`config.mk`:
```
export PLATFORM = sky130hd
export DESIGN_NAME = load_unit
export DESIGN_NICKNAME = d
export VERILOG_FILES = /design/src/load_unit_pkg.sv /design/src/load_unit.sv /design/src/load_result.sv /design/src/load_buffer.sv /design/src/load_ctrl.sv /design/src/load_decode.sv
export VERILOG_INCLUDE_DIRS = /design/src /design/src/src
export SDC_FILE = /design/constraint.sdc
export NUM_CORES = 1
export LEC_CHECK = 0
export ABC_AREA = 1
export BUFFER_PORTS_ARGS = -buffer_cell sky130_fd_sc_hd__buf_4
export CAP_MARGIN = 20
export CORE_ASPECT_RATIO = 1.75
export CORE_MARGIN = 2
export CORE_UTILIZATION = 52
export DETAILED_ROUTE_END_ITERATION = 12
export PLACE_DENSITY = 0.87
export SYNTH_ARGS = -nofsm -noshare
export SYNTH_HDL_FRONTEND = slang
export SYNTH_SLANG_ARGS = --single-unit
```
`constraint.sdc`:
```
create_clock -name clk_i -period 5.05 [get_ports clk_i]
set_clock_uncertainty 0.2 [all_clocks]
set_input_delay 0.505 -clock clk_i [delete_from_list [all_inputs] [get_ports clk_i]]
set_output_delay 0.505 -clock clk_i [all_outputs]
set_load 0.01 [all_outputs]
```
`src/load_unit_defs.svh`:
```
// load unit configuration
// data path width, cache address split, scoreboard id width
// and depth of the outstanding load table
`ifndef LOAD_UNIT_DEFS_SVH
`define LOAD_UNIT_DEFS_SVH

// ---------------------------------------------------------------------------
// data path
// ---------------------------------------------------------------------------
// width of one loaded word
`define LU_XLEN 64
// bits of byte offset inside one word
`define LU_XLEN_ALIGN 3

// ---------------------------------------------------------------------------
// cache addressing
// ---------------------------------------------------------------------------
// physical address width, equal to the virtual one here
`define LU_PLEN 32
// index part, this is the 4 KiB page offset
`define LU_INDEX_W 12
// tag part, sent one cycle after the index
`define LU_TAG_W 20

// ---------------------------------------------------------------------------
// bookkeeping
// ---------------------------------------------------------------------------
// scoreboard transaction id
`define LU_TRANS_ID_W 3
// outstanding loads and width of an index into them
`define LU_NR_LDBUF 4
`define LU_LDBUF_ID_W 2

`endif
```
`src/load_unit_pkg.sv`:
```
// load unit types
// load operation encoding and the packed structs that travel between
// the issue queue, the load unit blocks and the data cache
`default_nettype none

`include "load_unit_defs.svh"

package load_unit_pkg;

  // load operations, signed and unsigned variants
  typedef enum logic [2:0] {
    LD,
    LW,
    LWU,
    LH,
    LHU,
    LB,
    LBU
  } lu_op_e;

  // request as it sits at the head of the issue queue
  typedef struct packed {
    logic [`LU_TRANS_ID_W-1:0] trans_id;
    logic [`LU_PLEN-1:0]       vaddr;
    lu_op_e                    op;
  } lsu_req_t;

  // one outstanding load, enough to realign and retire its data
  typedef struct packed {
    logic [`LU_TRANS_ID_W-1:0] trans_id;
    // byte position of the load inside the word
    logic [`LU_XLEN_ALIGN-1:0] offset;
    lu_op_e                    op;
  } ldbuf_entry_t;

  // request port toward the data cache
  typedef struct packed {
    logic [`LU_INDEX_W-1:0]    address_index;
    logic [`LU_TAG_W-1:0]      address_tag;
    logic                      data_req;
    logic                      tag_valid;
    logic                      kill_req;
    logic [`LU_XLEN/8-1:0]     data_be;
    logic [1:0]                data_size;
    // id returned with the response, the buffer slot
    logic [`LU_LDBUF_ID_W-1:0] data_id;
  } dcache_req_t;

  // response port from the data cache
  typedef struct packed {
    logic                      data_gnt;
    logic                      data_rvalid;
    logic [`LU_LDBUF_ID_W-1:0] data_rid;
    logic [`LU_XLEN-1:0]       data_rdata;
  } dcache_rsp_t;

  // retired load toward the scoreboard
  typedef struct packed {
    logic [`LU_TRANS_ID_W-1:0] trans_id;
    logic [`LU_XLEN-1:0]       data;
  } load_result_t;

endpackage

`default_nettype wire

```
`src/load_unit.sv`:
```
// load unit
// takes one load at a time from the issue queue, sends it to the data
// cache, tracks up to four outstanding loads and retires realigned data
`default_nettype none

`include "load_unit_defs.svh"

module load_unit (
  input  logic                         clk_i,
  input  logic                         rst_ni,
  input  logic                         flush_i,
  input  logic                         valid_i,
  input  load_unit_pkg::lsu_req_t      lsu_req_i,
  output logic                         pop_ld_o,
  output logic [`LU_INDEX_W-1:0]       page_offset_o,
  input  logic                         page_offset_matches_i,
  output load_unit_pkg::dcache_req_t   dcache_req_o,
  input  load_unit_pkg::dcache_rsp_t   dcache_rsp_i,
  output logic                         valid_o,
  output load_unit_pkg::load_result_t  result_o
);

  load_unit_pkg::dcache_req_t  dec_req;
  load_unit_pkg::ldbuf_entry_t dec_entry;
  load_unit_pkg::ldbuf_entry_t rd_entry;
  logic [`LU_TAG_W-1:0]        tag_q;
  logic                        data_req;
  logic                        tag_valid;
  logic                        kill_req;
  logic                        ldbuf_w;
  logic                        ldbuf_full;
  logic [`LU_LDBUF_ID_W-1:0]   ldbuf_windex;
  logic                        rd_drop;

  load_decode u_decode (
    .lsu_req_i     (lsu_req_i),
    .tag_q_i       (tag_q),
    .cache_req_o   (dec_req),
    .entry_o       (dec_entry),
    .page_offset_o (page_offset_o)
  );

  // tag bits sit right above the index
  load_ctrl u_ctrl (
    .clk_i                 (clk_i),
    .rst_ni                (rst_ni),
    .flush_i               (flush_i),
    .valid_i               (valid_i),
    .page_offset_matches_i (page_offset_matches_i),
    .ldbuf_full_i          (ldbuf_full),
    .data_gnt_i            (dcache_rsp_i.data_gnt),
    .vaddr_tag_i           (lsu_req_i.vaddr[`LU_INDEX_W+`LU_TAG_W-1:`LU_INDEX_W]),
    .data_req_o            (data_req),
    .tag_valid_o           (tag_valid),
    .kill_req_o            (kill_req),
    .pop_ld_o              (pop_ld_o),
    .ldbuf_w_o             (ldbuf_w),
    .tag_q_o               (tag_q)
  );

  load_buffer u_buffer (
    .clk_i    (clk_i),
    .rst_ni   (rst_ni),
    .flush_i  (flush_i),
    .w_i      (ldbuf_w),
    .entry_i  (dec_entry),
    .r_i      (dcache_rsp_i.data_rvalid),
    .rid_i    (dcache_rsp_i.data_rid),
    .kill_i   (kill_req),
    .full_o   (ldbuf_full),
    .windex_o (ldbuf_windex),
    .rentry_o (rd_entry),
    .rdrop_o  (rd_drop)
  );

  load_result u_result (
    .rvalid_i (dcache_rsp_i.data_rvalid),
    .rdrop_i  (rd_drop),
    .rentry_i (rd_entry),
    .rdata_i  (dcache_rsp_i.data_rdata),
    .valid_o  (valid_o),
    .result_o (result_o)
  );

  // cache request, the slot index doubles as request id
  always_comb begin
    dcache_req_o           = dec_req;
    dcache_req_o.data_req  = data_req;
    dcache_req_o.tag_valid = tag_valid;
    dcache_req_o.kill_req  = kill_req;
    dcache_req_o.data_id   = ldbuf_windex;
  end

endmodule

`default_nettype wire

```
`src/load_result.sv`:
```
// load result
// realigns the returned word to the load offset, extends it to 64 bits
// and passes it on unless the load was flushed or killed
`default_nettype none

`include "load_unit_defs.svh"

module load_result (
  input  logic                         rvalid_i,
  input  logic                         rdrop_i,
  input  load_unit_pkg::ldbuf_entry_t  rentry_i,
  input  logic [`LU_XLEN-1:0]          rdata_i,
  output logic                         valid_o,
  output load_unit_pkg::load_result_t  result_o
);

  logic [`LU_XLEN-1:0]       shifted;
  logic [`LU_XLEN/8-1:0]     sign_bits;
  logic [`LU_XLEN_ALIGN-1:0] sign_byte;
  logic                      is_signed;
  logic                      sign_bit;

  assign valid_o = rvalid_i && !rdrop_i;

  // move the addressed bytes down to bit 0
  assign shifted = rdata_i >> {rentry_i.offset, 3'b000};

  // msb of every byte, one of them is the sign
  for (genvar i = 0; i < `LU_XLEN / 8; i++) begin : gen_sign_bits
    assign sign_bits[i] = rdata_i[i*8+7];
  end

  assign is_signed = rentry_i.op inside {load_unit_pkg::LW, load_unit_pkg::LH,
                                         load_unit_pkg::LB};

  // top byte of the loaded width, picked next to the shifter
  always_comb begin
    case (rentry_i.op)
      load_unit_pkg::LW: sign_byte = rentry_i.offset + 3'd3;
      load_unit_pkg::LH: sign_byte = rentry_i.offset + 3'd1;
      default:           sign_byte = rentry_i.offset;
    endcase
  end

  // zero for unsigned loads
  assign sign_bit = is_signed && sign_bits[sign_byte];

  always_comb begin
    result_o.trans_id = rentry_i.trans_id;
    case (rentry_i.op)
      load_unit_pkg::LW, load_unit_pkg::LWU:
        result_o.data = {{(`LU_XLEN - 32){sign_bit}}, shifted[31:0]};
      load_unit_pkg::LH, load_unit_pkg::LHU:
        result_o.data = {{(`LU_XLEN - 16){sign_bit}}, shifted[15:0]};
      load_unit_pkg::LB, load_unit_pkg::LBU:
        result_o.data = {{(`LU_XLEN - 8){sign_bit}}, shifted[7:0]};
      default:
        result_o.data = shifted;
    endcase
  end

endmodule

`default_nettype wire

```
`src/load_buffer.sv`:
```
// load buffer
// table of loads sent to the data cache, indexed by the cache request id,
// with free slot search, flush marking and lookup of returning responses
`default_nettype none

`include "load_unit_defs.svh"

module load_buffer (
  input  logic                         clk_i,
  input  logic                         rst_ni,
  input  logic                         flush_i,
  input  logic                         w_i,
  input  load_unit_pkg::ldbuf_entry_t  entry_i,
  input  logic                         r_i,
  input  logic [`LU_LDBUF_ID_W-1:0]    rid_i,
  input  logic                         kill_i,
  output logic                         full_o,
  output logic [`LU_LDBUF_ID_W-1:0]    windex_o,
  output load_unit_pkg::ldbuf_entry_t  rentry_o,
  output logic                         rdrop_o
);

  logic [`LU_NR_LDBUF-1:0]     valid_d, valid_q;
  logic [`LU_NR_LDBUF-1:0]     flushed_d, flushed_q;
  load_unit_pkg::ldbuf_entry_t mem_q [`LU_NR_LDBUF];
  logic [`LU_LDBUF_ID_W-1:0]   windex;
  logic [`LU_LDBUF_ID_W-1:0]   last_id_q;
  // high in the tag cycle of the slot written last
  logic                        w_q;

  assign full_o = &valid_q;

  // lowest free slot, the top slot wins only if all others are taken
  always_comb begin
    windex = '0;
    for (int i = `LU_NR_LDBUF - 1; i >= 0; i--) begin
      if (!valid_q[i]) begin
        windex = i[`LU_LDBUF_ID_W-1:0];
      end
    end
  end

  assign windex_o = windex;

  // ---------------------------------------------------------------------------
  // slot state
  // ---------------------------------------------------------------------------
  always_comb begin
    valid_d   = valid_q;
    flushed_d = flushed_q;
    // all loads in flight belong to squashed instructions
    if (flush_i) begin
      flushed_d = '1;
    end
    // response returned, slot is free again
    if (r_i) begin
      valid_d[rid_i] = 1'b0;
    end
    // a killed request never gets a response
    if (kill_i && w_q) begin
      valid_d[last_id_q] = 1'b0;
    end
    if (w_i) begin
      valid_d[windex]   = 1'b1;
      flushed_d[windex] = 1'b0;
    end
  end

  always_ff @(posedge clk_i or negedge rst_ni) begin
    if (!rst_ni) begin
      valid_q   <= '0;
      flushed_q <= '0;
      last_id_q <= '0;
      w_q       <= 1'b0;
    end else begin
      valid_q   <= valid_d;
      flushed_q <= flushed_d;
      w_q       <= w_i;
      if (w_i) begin
        last_id_q <= windex;
      end
    end
  end

  always_ff @(posedge clk_i) begin
    if (w_i) begin
      mem_q[windex] <= entry_i;
    end
  end

  // ---------------------------------------------------------------------------
  // response lookup
  // ---------------------------------------------------------------------------
  assign rentry_o = mem_q[rid_i];
  // flushed, or the request killed in this very cycle
  assign rdrop_o  = flushed_q[rid_i] || (kill_i && (last_id_q == rid_i));

endmodule

`default_nettype wire

```
`src/load_ctrl.sv`:
```
// load control
// FSM that issues the index request, waits for the grant, sends the
// tag one cycle later and kills the tag cycle on a flush
`default_nettype none

`include "load_unit_defs.svh"

module load_ctrl (
  input  logic                 clk_i,
  input  logic                 rst_ni,
  input  logic                 flush_i,
  input  logic                 valid_i,
  input  logic                 page_offset_matches_i,
  input  logic                 ldbuf_full_i,
  input  logic                 data_gnt_i,
  input  logic [`LU_TAG_W-1:0] vaddr_tag_i,
  output logic                 data_req_o,
  output logic                 tag_valid_o,
  output logic                 kill_req_o,
  output logic                 pop_ld_o,
  output logic                 ldbuf_w_o,
  output logic [`LU_TAG_W-1:0] tag_q_o
);

  typedef enum logic [2:0] {
    IDLE,
    WAIT_PAGE_OFFSET,
    WAIT_GNT,
    SEND_TAG,
    WAIT_FLUSH
  } state_e;

  state_e               state_d, state_q;
  logic                 accept_req;
  logic                 can_start;
  logic [`LU_TAG_W-1:0] tag_q;

  // a request can start when it is there and a slot is free
  assign accept_req = valid_i && !ldbuf_full_i;
  // a new index can go out when idle or alongside a tag
  assign can_start  = (state_q == IDLE) || (state_q == SEND_TAG);

  // ---------------------------------------------------------------------------
  // next state and cache strobes
  // ---------------------------------------------------------------------------
  always_comb begin
    state_d     = state_q;
    data_req_o  = 1'b0;
    tag_valid_o = 1'b0;
    kill_req_o  = 1'b0;
    pop_ld_o    = 1'b0;

    case (state_q)
      // a store to the same page offset is pending, hold the load
      WAIT_PAGE_OFFSET: begin
        if (!page_offset_matches_i) begin
          state_d = WAIT_GNT;
        end
      end
      // keep the request up until the cache takes it
      WAIT_GNT: begin
        data_req_o = 1'b1;
        if (data_gnt_i) begin
          pop_ld_o = 1'b1;
          state_d  = SEND_TAG;
        end
      end
      // tag of the request granted in the last cycle
      SEND_TAG: begin
        tag_valid_o = 1'b1;
        state_d     = IDLE;
      end
      // drop whatever request got its grant before the flush
      WAIT_FLUSH: begin
        tag_valid_o = 1'b1;
        kill_req_o  = 1'b1;
        state_d     = IDLE;
      end
      default: begin
        state_d = IDLE;
      end
    endcase

    // start of a new load, back to back behind a tag cycle too
    if (can_start && accept_req) begin
      if (page_offset_matches_i) begin
        state_d = WAIT_PAGE_OFFSET;
      end else begin
        data_req_o = 1'b1;
        if (data_gnt_i) begin
          pop_ld_o = 1'b1;
          state_d  = SEND_TAG;
        end else begin
          state_d = WAIT_GNT;
        end
      end
    end

    // flush wins over everything else
    if (flush_i) begin
      state_d = WAIT_FLUSH;
    end
  end

  // a granted request takes a buffer slot
  assign ldbuf_w_o = data_req_o && data_gnt_i;

  always_ff @(posedge clk_i or negedge rst_ni) begin
    if (!rst_ni) begin
      state_q <= IDLE;
    end else begin
      state_q <= state_d;
    end
  end

  // tag is held for the cycle after the grant
  always_ff @(posedge clk_i) begin
    if (ldbuf_w_o) begin
      tag_q <= vaddr_tag_i;
    end
  end

  assign tag_q_o = tag_q;

endmodule

`default_nettype wire

```
`src/load_decode.sv`:
```
// load request decode
// splits the load address into cache index and page offset, derives
// transfer size and byte enables, and forms the load buffer entry
`default_nettype none

`include "load_unit_defs.svh"

module load_decode (
  input  load_unit_pkg::lsu_req_t     lsu_req_i,
  input  logic [`LU_TAG_W-1:0]        tag_q_i,
  output load_unit_pkg::dcache_req_t  cache_req_o,
  output load_unit_pkg::ldbuf_entry_t entry_o,
  output logic [`LU_INDEX_W-1:0]      page_offset_o
);

  logic [`LU_XLEN_ALIGN-1:0] offset;
  logic [1:0]                size;
  logic [`LU_XLEN/8-1:0]     be_mask;

  assign offset = lsu_req_i.vaddr[`LU_XLEN_ALIGN-1:0];

  // size code 3 is a double word, 0 a single byte
  always_comb begin
    case (lsu_req_i.op)
      load_unit_pkg::LW, load_unit_pkg::LWU: size = 2'b10;
      load_unit_pkg::LH, load_unit_pkg::LHU: size = 2'b01;
      load_unit_pkg::LB, load_unit_pkg::LBU: size = 2'b00;
      default:                               size = 2'b11;
    endcase
  end

  // enables of an aligned access, moved up to the byte offset
  always_comb begin
    case (size)
      2'b00:   be_mask = 8'h01;
      2'b01:   be_mask = 8'h03;
      2'b10:   be_mask = 8'h0f;
      default: be_mask = 8'hff;
    endcase
  end

  // only index, tag, enables and size come from here
  // the strobes and the id are filled in at the top
  always_comb begin
    cache_req_o               = '0;
    cache_req_o.address_index = lsu_req_i.vaddr[`LU_INDEX_W-1:0];
    // tag belongs to the load granted one cycle earlier
    cache_req_o.address_tag   = tag_q_i;
    cache_req_o.data_be       = be_mask << offset;
    cache_req_o.data_size     = size;
  end

  // what is needed to retire the load later
  assign entry_o.trans_id = lsu_req_i.trans_id;
  assign entry_o.offset   = offset;
  assign entry_o.op       = lsu_req_i.op;

  // page offset for the store unit address check
  assign page_offset_o = lsu_req_i.vaddr[`LU_INDEX_W-1:0];

endmodule

`default_nettype wire

```
==> impl_metrics.py <==
metrics = {
    "synth": {
        "synth_nets": 884,
        "syn_avg_cell_area_um2": 6.90,
        "synth_area_mm2": 0.00533,
        "async_flop_share_pct": 20.0,
        "synth_edf_count": 56,
        "yosysWarnings": 0,
        "synth-seq-cells": 70,
        "syn_inst": 772,
        "synth_ff_type": "edfxtp_1",
        "synth_cell_type_count": 33,
        "seq_area_frac_synth_pct": 38.1,
    },
    "placed_design": {
        "place_congestion": 0.913,
        "dp_hpwl_mm": 12.4,
        "io_buffer_count": 211,
    },
    "clock_network": {
        "ctsResizeCount": 0,
        "clk_pin_slew_ns": 0.05,
        "cts_buffers": 9,
        "cts_tree": "yes",
        "worstSkewPairLatency_ns": 0.33,
        "clock_sinks": 70,
        "holdBufCountCts": 1,
        "cts_root_buffer": "clkbuf_16",
        "clockBufferDepth": 2,
        "cts_setup_buffers": 0,
        "htree_levels": 3,
    },
    "power_and_ir_drop": {
        "p_per_area_mw_per_mm2": 280,
        "vdd_drop_max_mv": 0.311,
        "power_leakage_nw": 3.50,
    },
    "worst_setup_path": {
        "path_cells": "buf_4 -> inv_2 -> nor2_2 -> inv_1 -> nor2_1 -> nor2_1 -> o21ai_2 -> inv_2 -> o211ai_1 -> o211ai_1 -> nand2_1 -> buf_4",
        "path_buf_inv": 5,
        "endpoint_kind": "output port",
        "worstPathArrival_ns": 3.19,
        "critPathLaunch": "dcache_rsp_i[65]",
        "reg2reg_to": "u_buffer.mem_q[2][5]",
        "crit_family": "buffers and inverters",
        "reg2reg_slack_ns": 1.62,
        "critPathKind": "primary input to output port",
        "critPathMaxStageDelay_ns": 0.61,
        "worstRegToRegCells": 10,
        "r2r-start": "u_ctrl.state_q[0]",
        "slowest_stage": "inv_2",
        "cp.required_ns": 4.35,
        "cp_max_fo": 54,
        "cp-start-kind": "primary input",
    },
    "global_route": {
        "track_usage_pct": 30.3,
        "grt_first_pass_wirelength_mm": 26.0,
        "grt_pass1_vias": 5721,
        "grt_max_degree": 64,
        "grt_antenna_before_repair": 0,
        "overflow": 0,
    },
    "worst_hold_path": {
        "holdPathStages": 1,
        "min_to": "u_ctrl.state_q[2]",
        "hp-class": "primary input to flop",
        "worstHoldStart": "flush_i",
    },
    "finish": {
        "antenna_cells": 0,
        "final_cell_mix": "nand2_1 (257), buf_4 (216), o21ai_0 (90), inv_1 (71), edfxtp_1 (56)",
        "drive_gt1_share_pct": 26.9,
        "final_common_cell": "nand2_1",
        "syn_to_final_growth_pct": 31.5,
        "fin_nets": 1044,
    },
    "floorplan": {
        "ios": 239,
        "start_util_pct": 53.8,
        "die_w_um": 80.5,
        "core-area_mm2": 0.00991,
        "die_h_um": 138,
        "dieArea_mm2": 0.0111,
        "rows": 48,
    },
    "route": {
        "drcViolationCount": 0,
        "wl_mm": 16.8,
        "avgRoutedWirePerCell_um": 15.8,
        "drt_first_pass_iters": 6,
        "vias": 5953,
        "ant_nets": 0,
        "viasPerCell": 5.61,
        "drt_iter0_markers": 437,
    },
    "timing": {
        "layout_min_cycle_time_ns": 3.90,
        "final.setup.tns_ns": 0,
        "period_share_pct": 77.2,
        "slew_viol_final": 0,
        "worst_slew_pin_slew_ns": 0.956,
        "slew_headroom_pct": 36.0,
        "hold_slack_ns": 0.106,
        "finalHoldViolations": 0,
        "finalSetupViolations": 0,
        "grt_setup_unrepaired": "false",
        "fmax_mhz": 257,
    },
    "status": {
        "outcome": "finished clean",
    },
    "flow_run": {
        "maxCapViolCount": 0,
    },
}
-- metal layers --
| metal | part of all wire (%) | vias up | track usage (%) |
|---|---|---|---|
| met5 | 0 | - | 0 |
| met4 | 5.5 | 0 | 22.0 |
| met3 | 7.7 | 69 | 5.66 |
| met2 | 53 | 303 | 54.6 |
| met1 | 34 | 2718 | 30.5 |
| li1 | - | 2863 | - |
-- where the power goes --
group	total, mW	switching, mW	leakage, nW	internal, mW
sequential	0.676	0.0209	0.675	0.655
clock	0.563	0.217	0.134	0.345
combinational	0.724	0.420	2.69	0.304
-- cell families (layout without fill, tap and decap cells) --
group           Yosys count  count (layout)  share of synthesized area, %
fa+ha+maj                 1               1                         0.376
xor+xnor                  3               3                         0.493
compound gates          168             168                          18.5
buf+inv                 145             310                          12.7
simple gates            385             385                          29.8
flops                    70              70                          38.1
-- sequential cells by signal (all words and copies together), names as in the netlist --
name                count
u_buffer.valid_q        4
u_buffer.flushed_q      4
u_buffer.w_q            1
u_buffer.last_id_q      2
u_ctrl.state_q          3
u_ctrl.tag_q_o         20
u_buffer.mem_q         36
-- synth_stat cells, types with 3 or more instances --
cell type    n  area share, %
or2_2        4           0.47
nor2_1      54            3.8
nand2_2      3           0.35
o21ai_1      5           0.47
nand3_1     44            4.1
o21ai_0     90            8.5
o221ai_1     3           0.49
nand2_1    258             18
buf_2       14            1.3
o22ai_1     12            1.4
edfxtp_1    56             32
inv_2        6           0.42
nand4_1      3           0.35
xnor2_1      3           0.49
clkbuf_1    23            1.6
o211ai_1    35            4.9
nand3b_1     3           0.42
dfrtp_1     14            6.6
nor3_1       9           0.85
inv_1       71            5.0
a31oi_1      5           0.59
a21oi_1      9           0.85
a22oi_1      6           0.85
buf_4       31            4.4
nor2_2       3           0.35
-- worst reg2reg max path, stage by stage (launching register included) --
cell and delay [ns]:
dfrtp_1 0.43, nor2_1 0.12, inv_1 0.06, o21ai_0 0.18, o211ai_1 0.20, o21ai_0 0.34, nand2_1 0.23, inv_1 0.09
buf_4 0.28, nand2_1 0.18, nor2_1 0.73
-- how the worst max path moves through the flow --
| stage | end | slack (ns) | depth (start not counted) |
|---|---|---|---|
| 4_1_cts | result_o[15] | 1.20 | 15 |
| 5_1_grt | result_o[24] | 0.88 | 15 |
| 6_report | result_o[31] | 1.15 | 12 |
| 3_3_place_gp | result_o[48] | 1.24 | 17 |
| 3_5_place_dp | result_o[15] | 1.21 | 15 |
| 2_1_floorplan | result_o[16] | 1.52 | 16 |
-- area by class of cell --
type	count	area, um^2
flip-flops and latches	70	2030
fillers	839	2900
well taps	125	156
multi-input cells	557	2630
inverters	77	289
repair buffers	217	1630
clock inverters	3	17.5
clock buffers	13	250
-- per-stage QoR --
stage                     worst slack [ns]  total power, mW  util, %  std cells  area, um^2
after detailed placement              1.21             1.40     67.9       1045        6730
after CTS                             1.20             1.96     70.7       1062        7010
after global routing                 0.884             2.06     70.7       1062        7010
after global placement                1.24             1.39     67.9       1045        6730
after floorplan                       1.52             1.09        -        772        5330
final                                 1.15             1.96     70.7       1062        7010
Note: power is estimated with default switching activity, not from simulation.
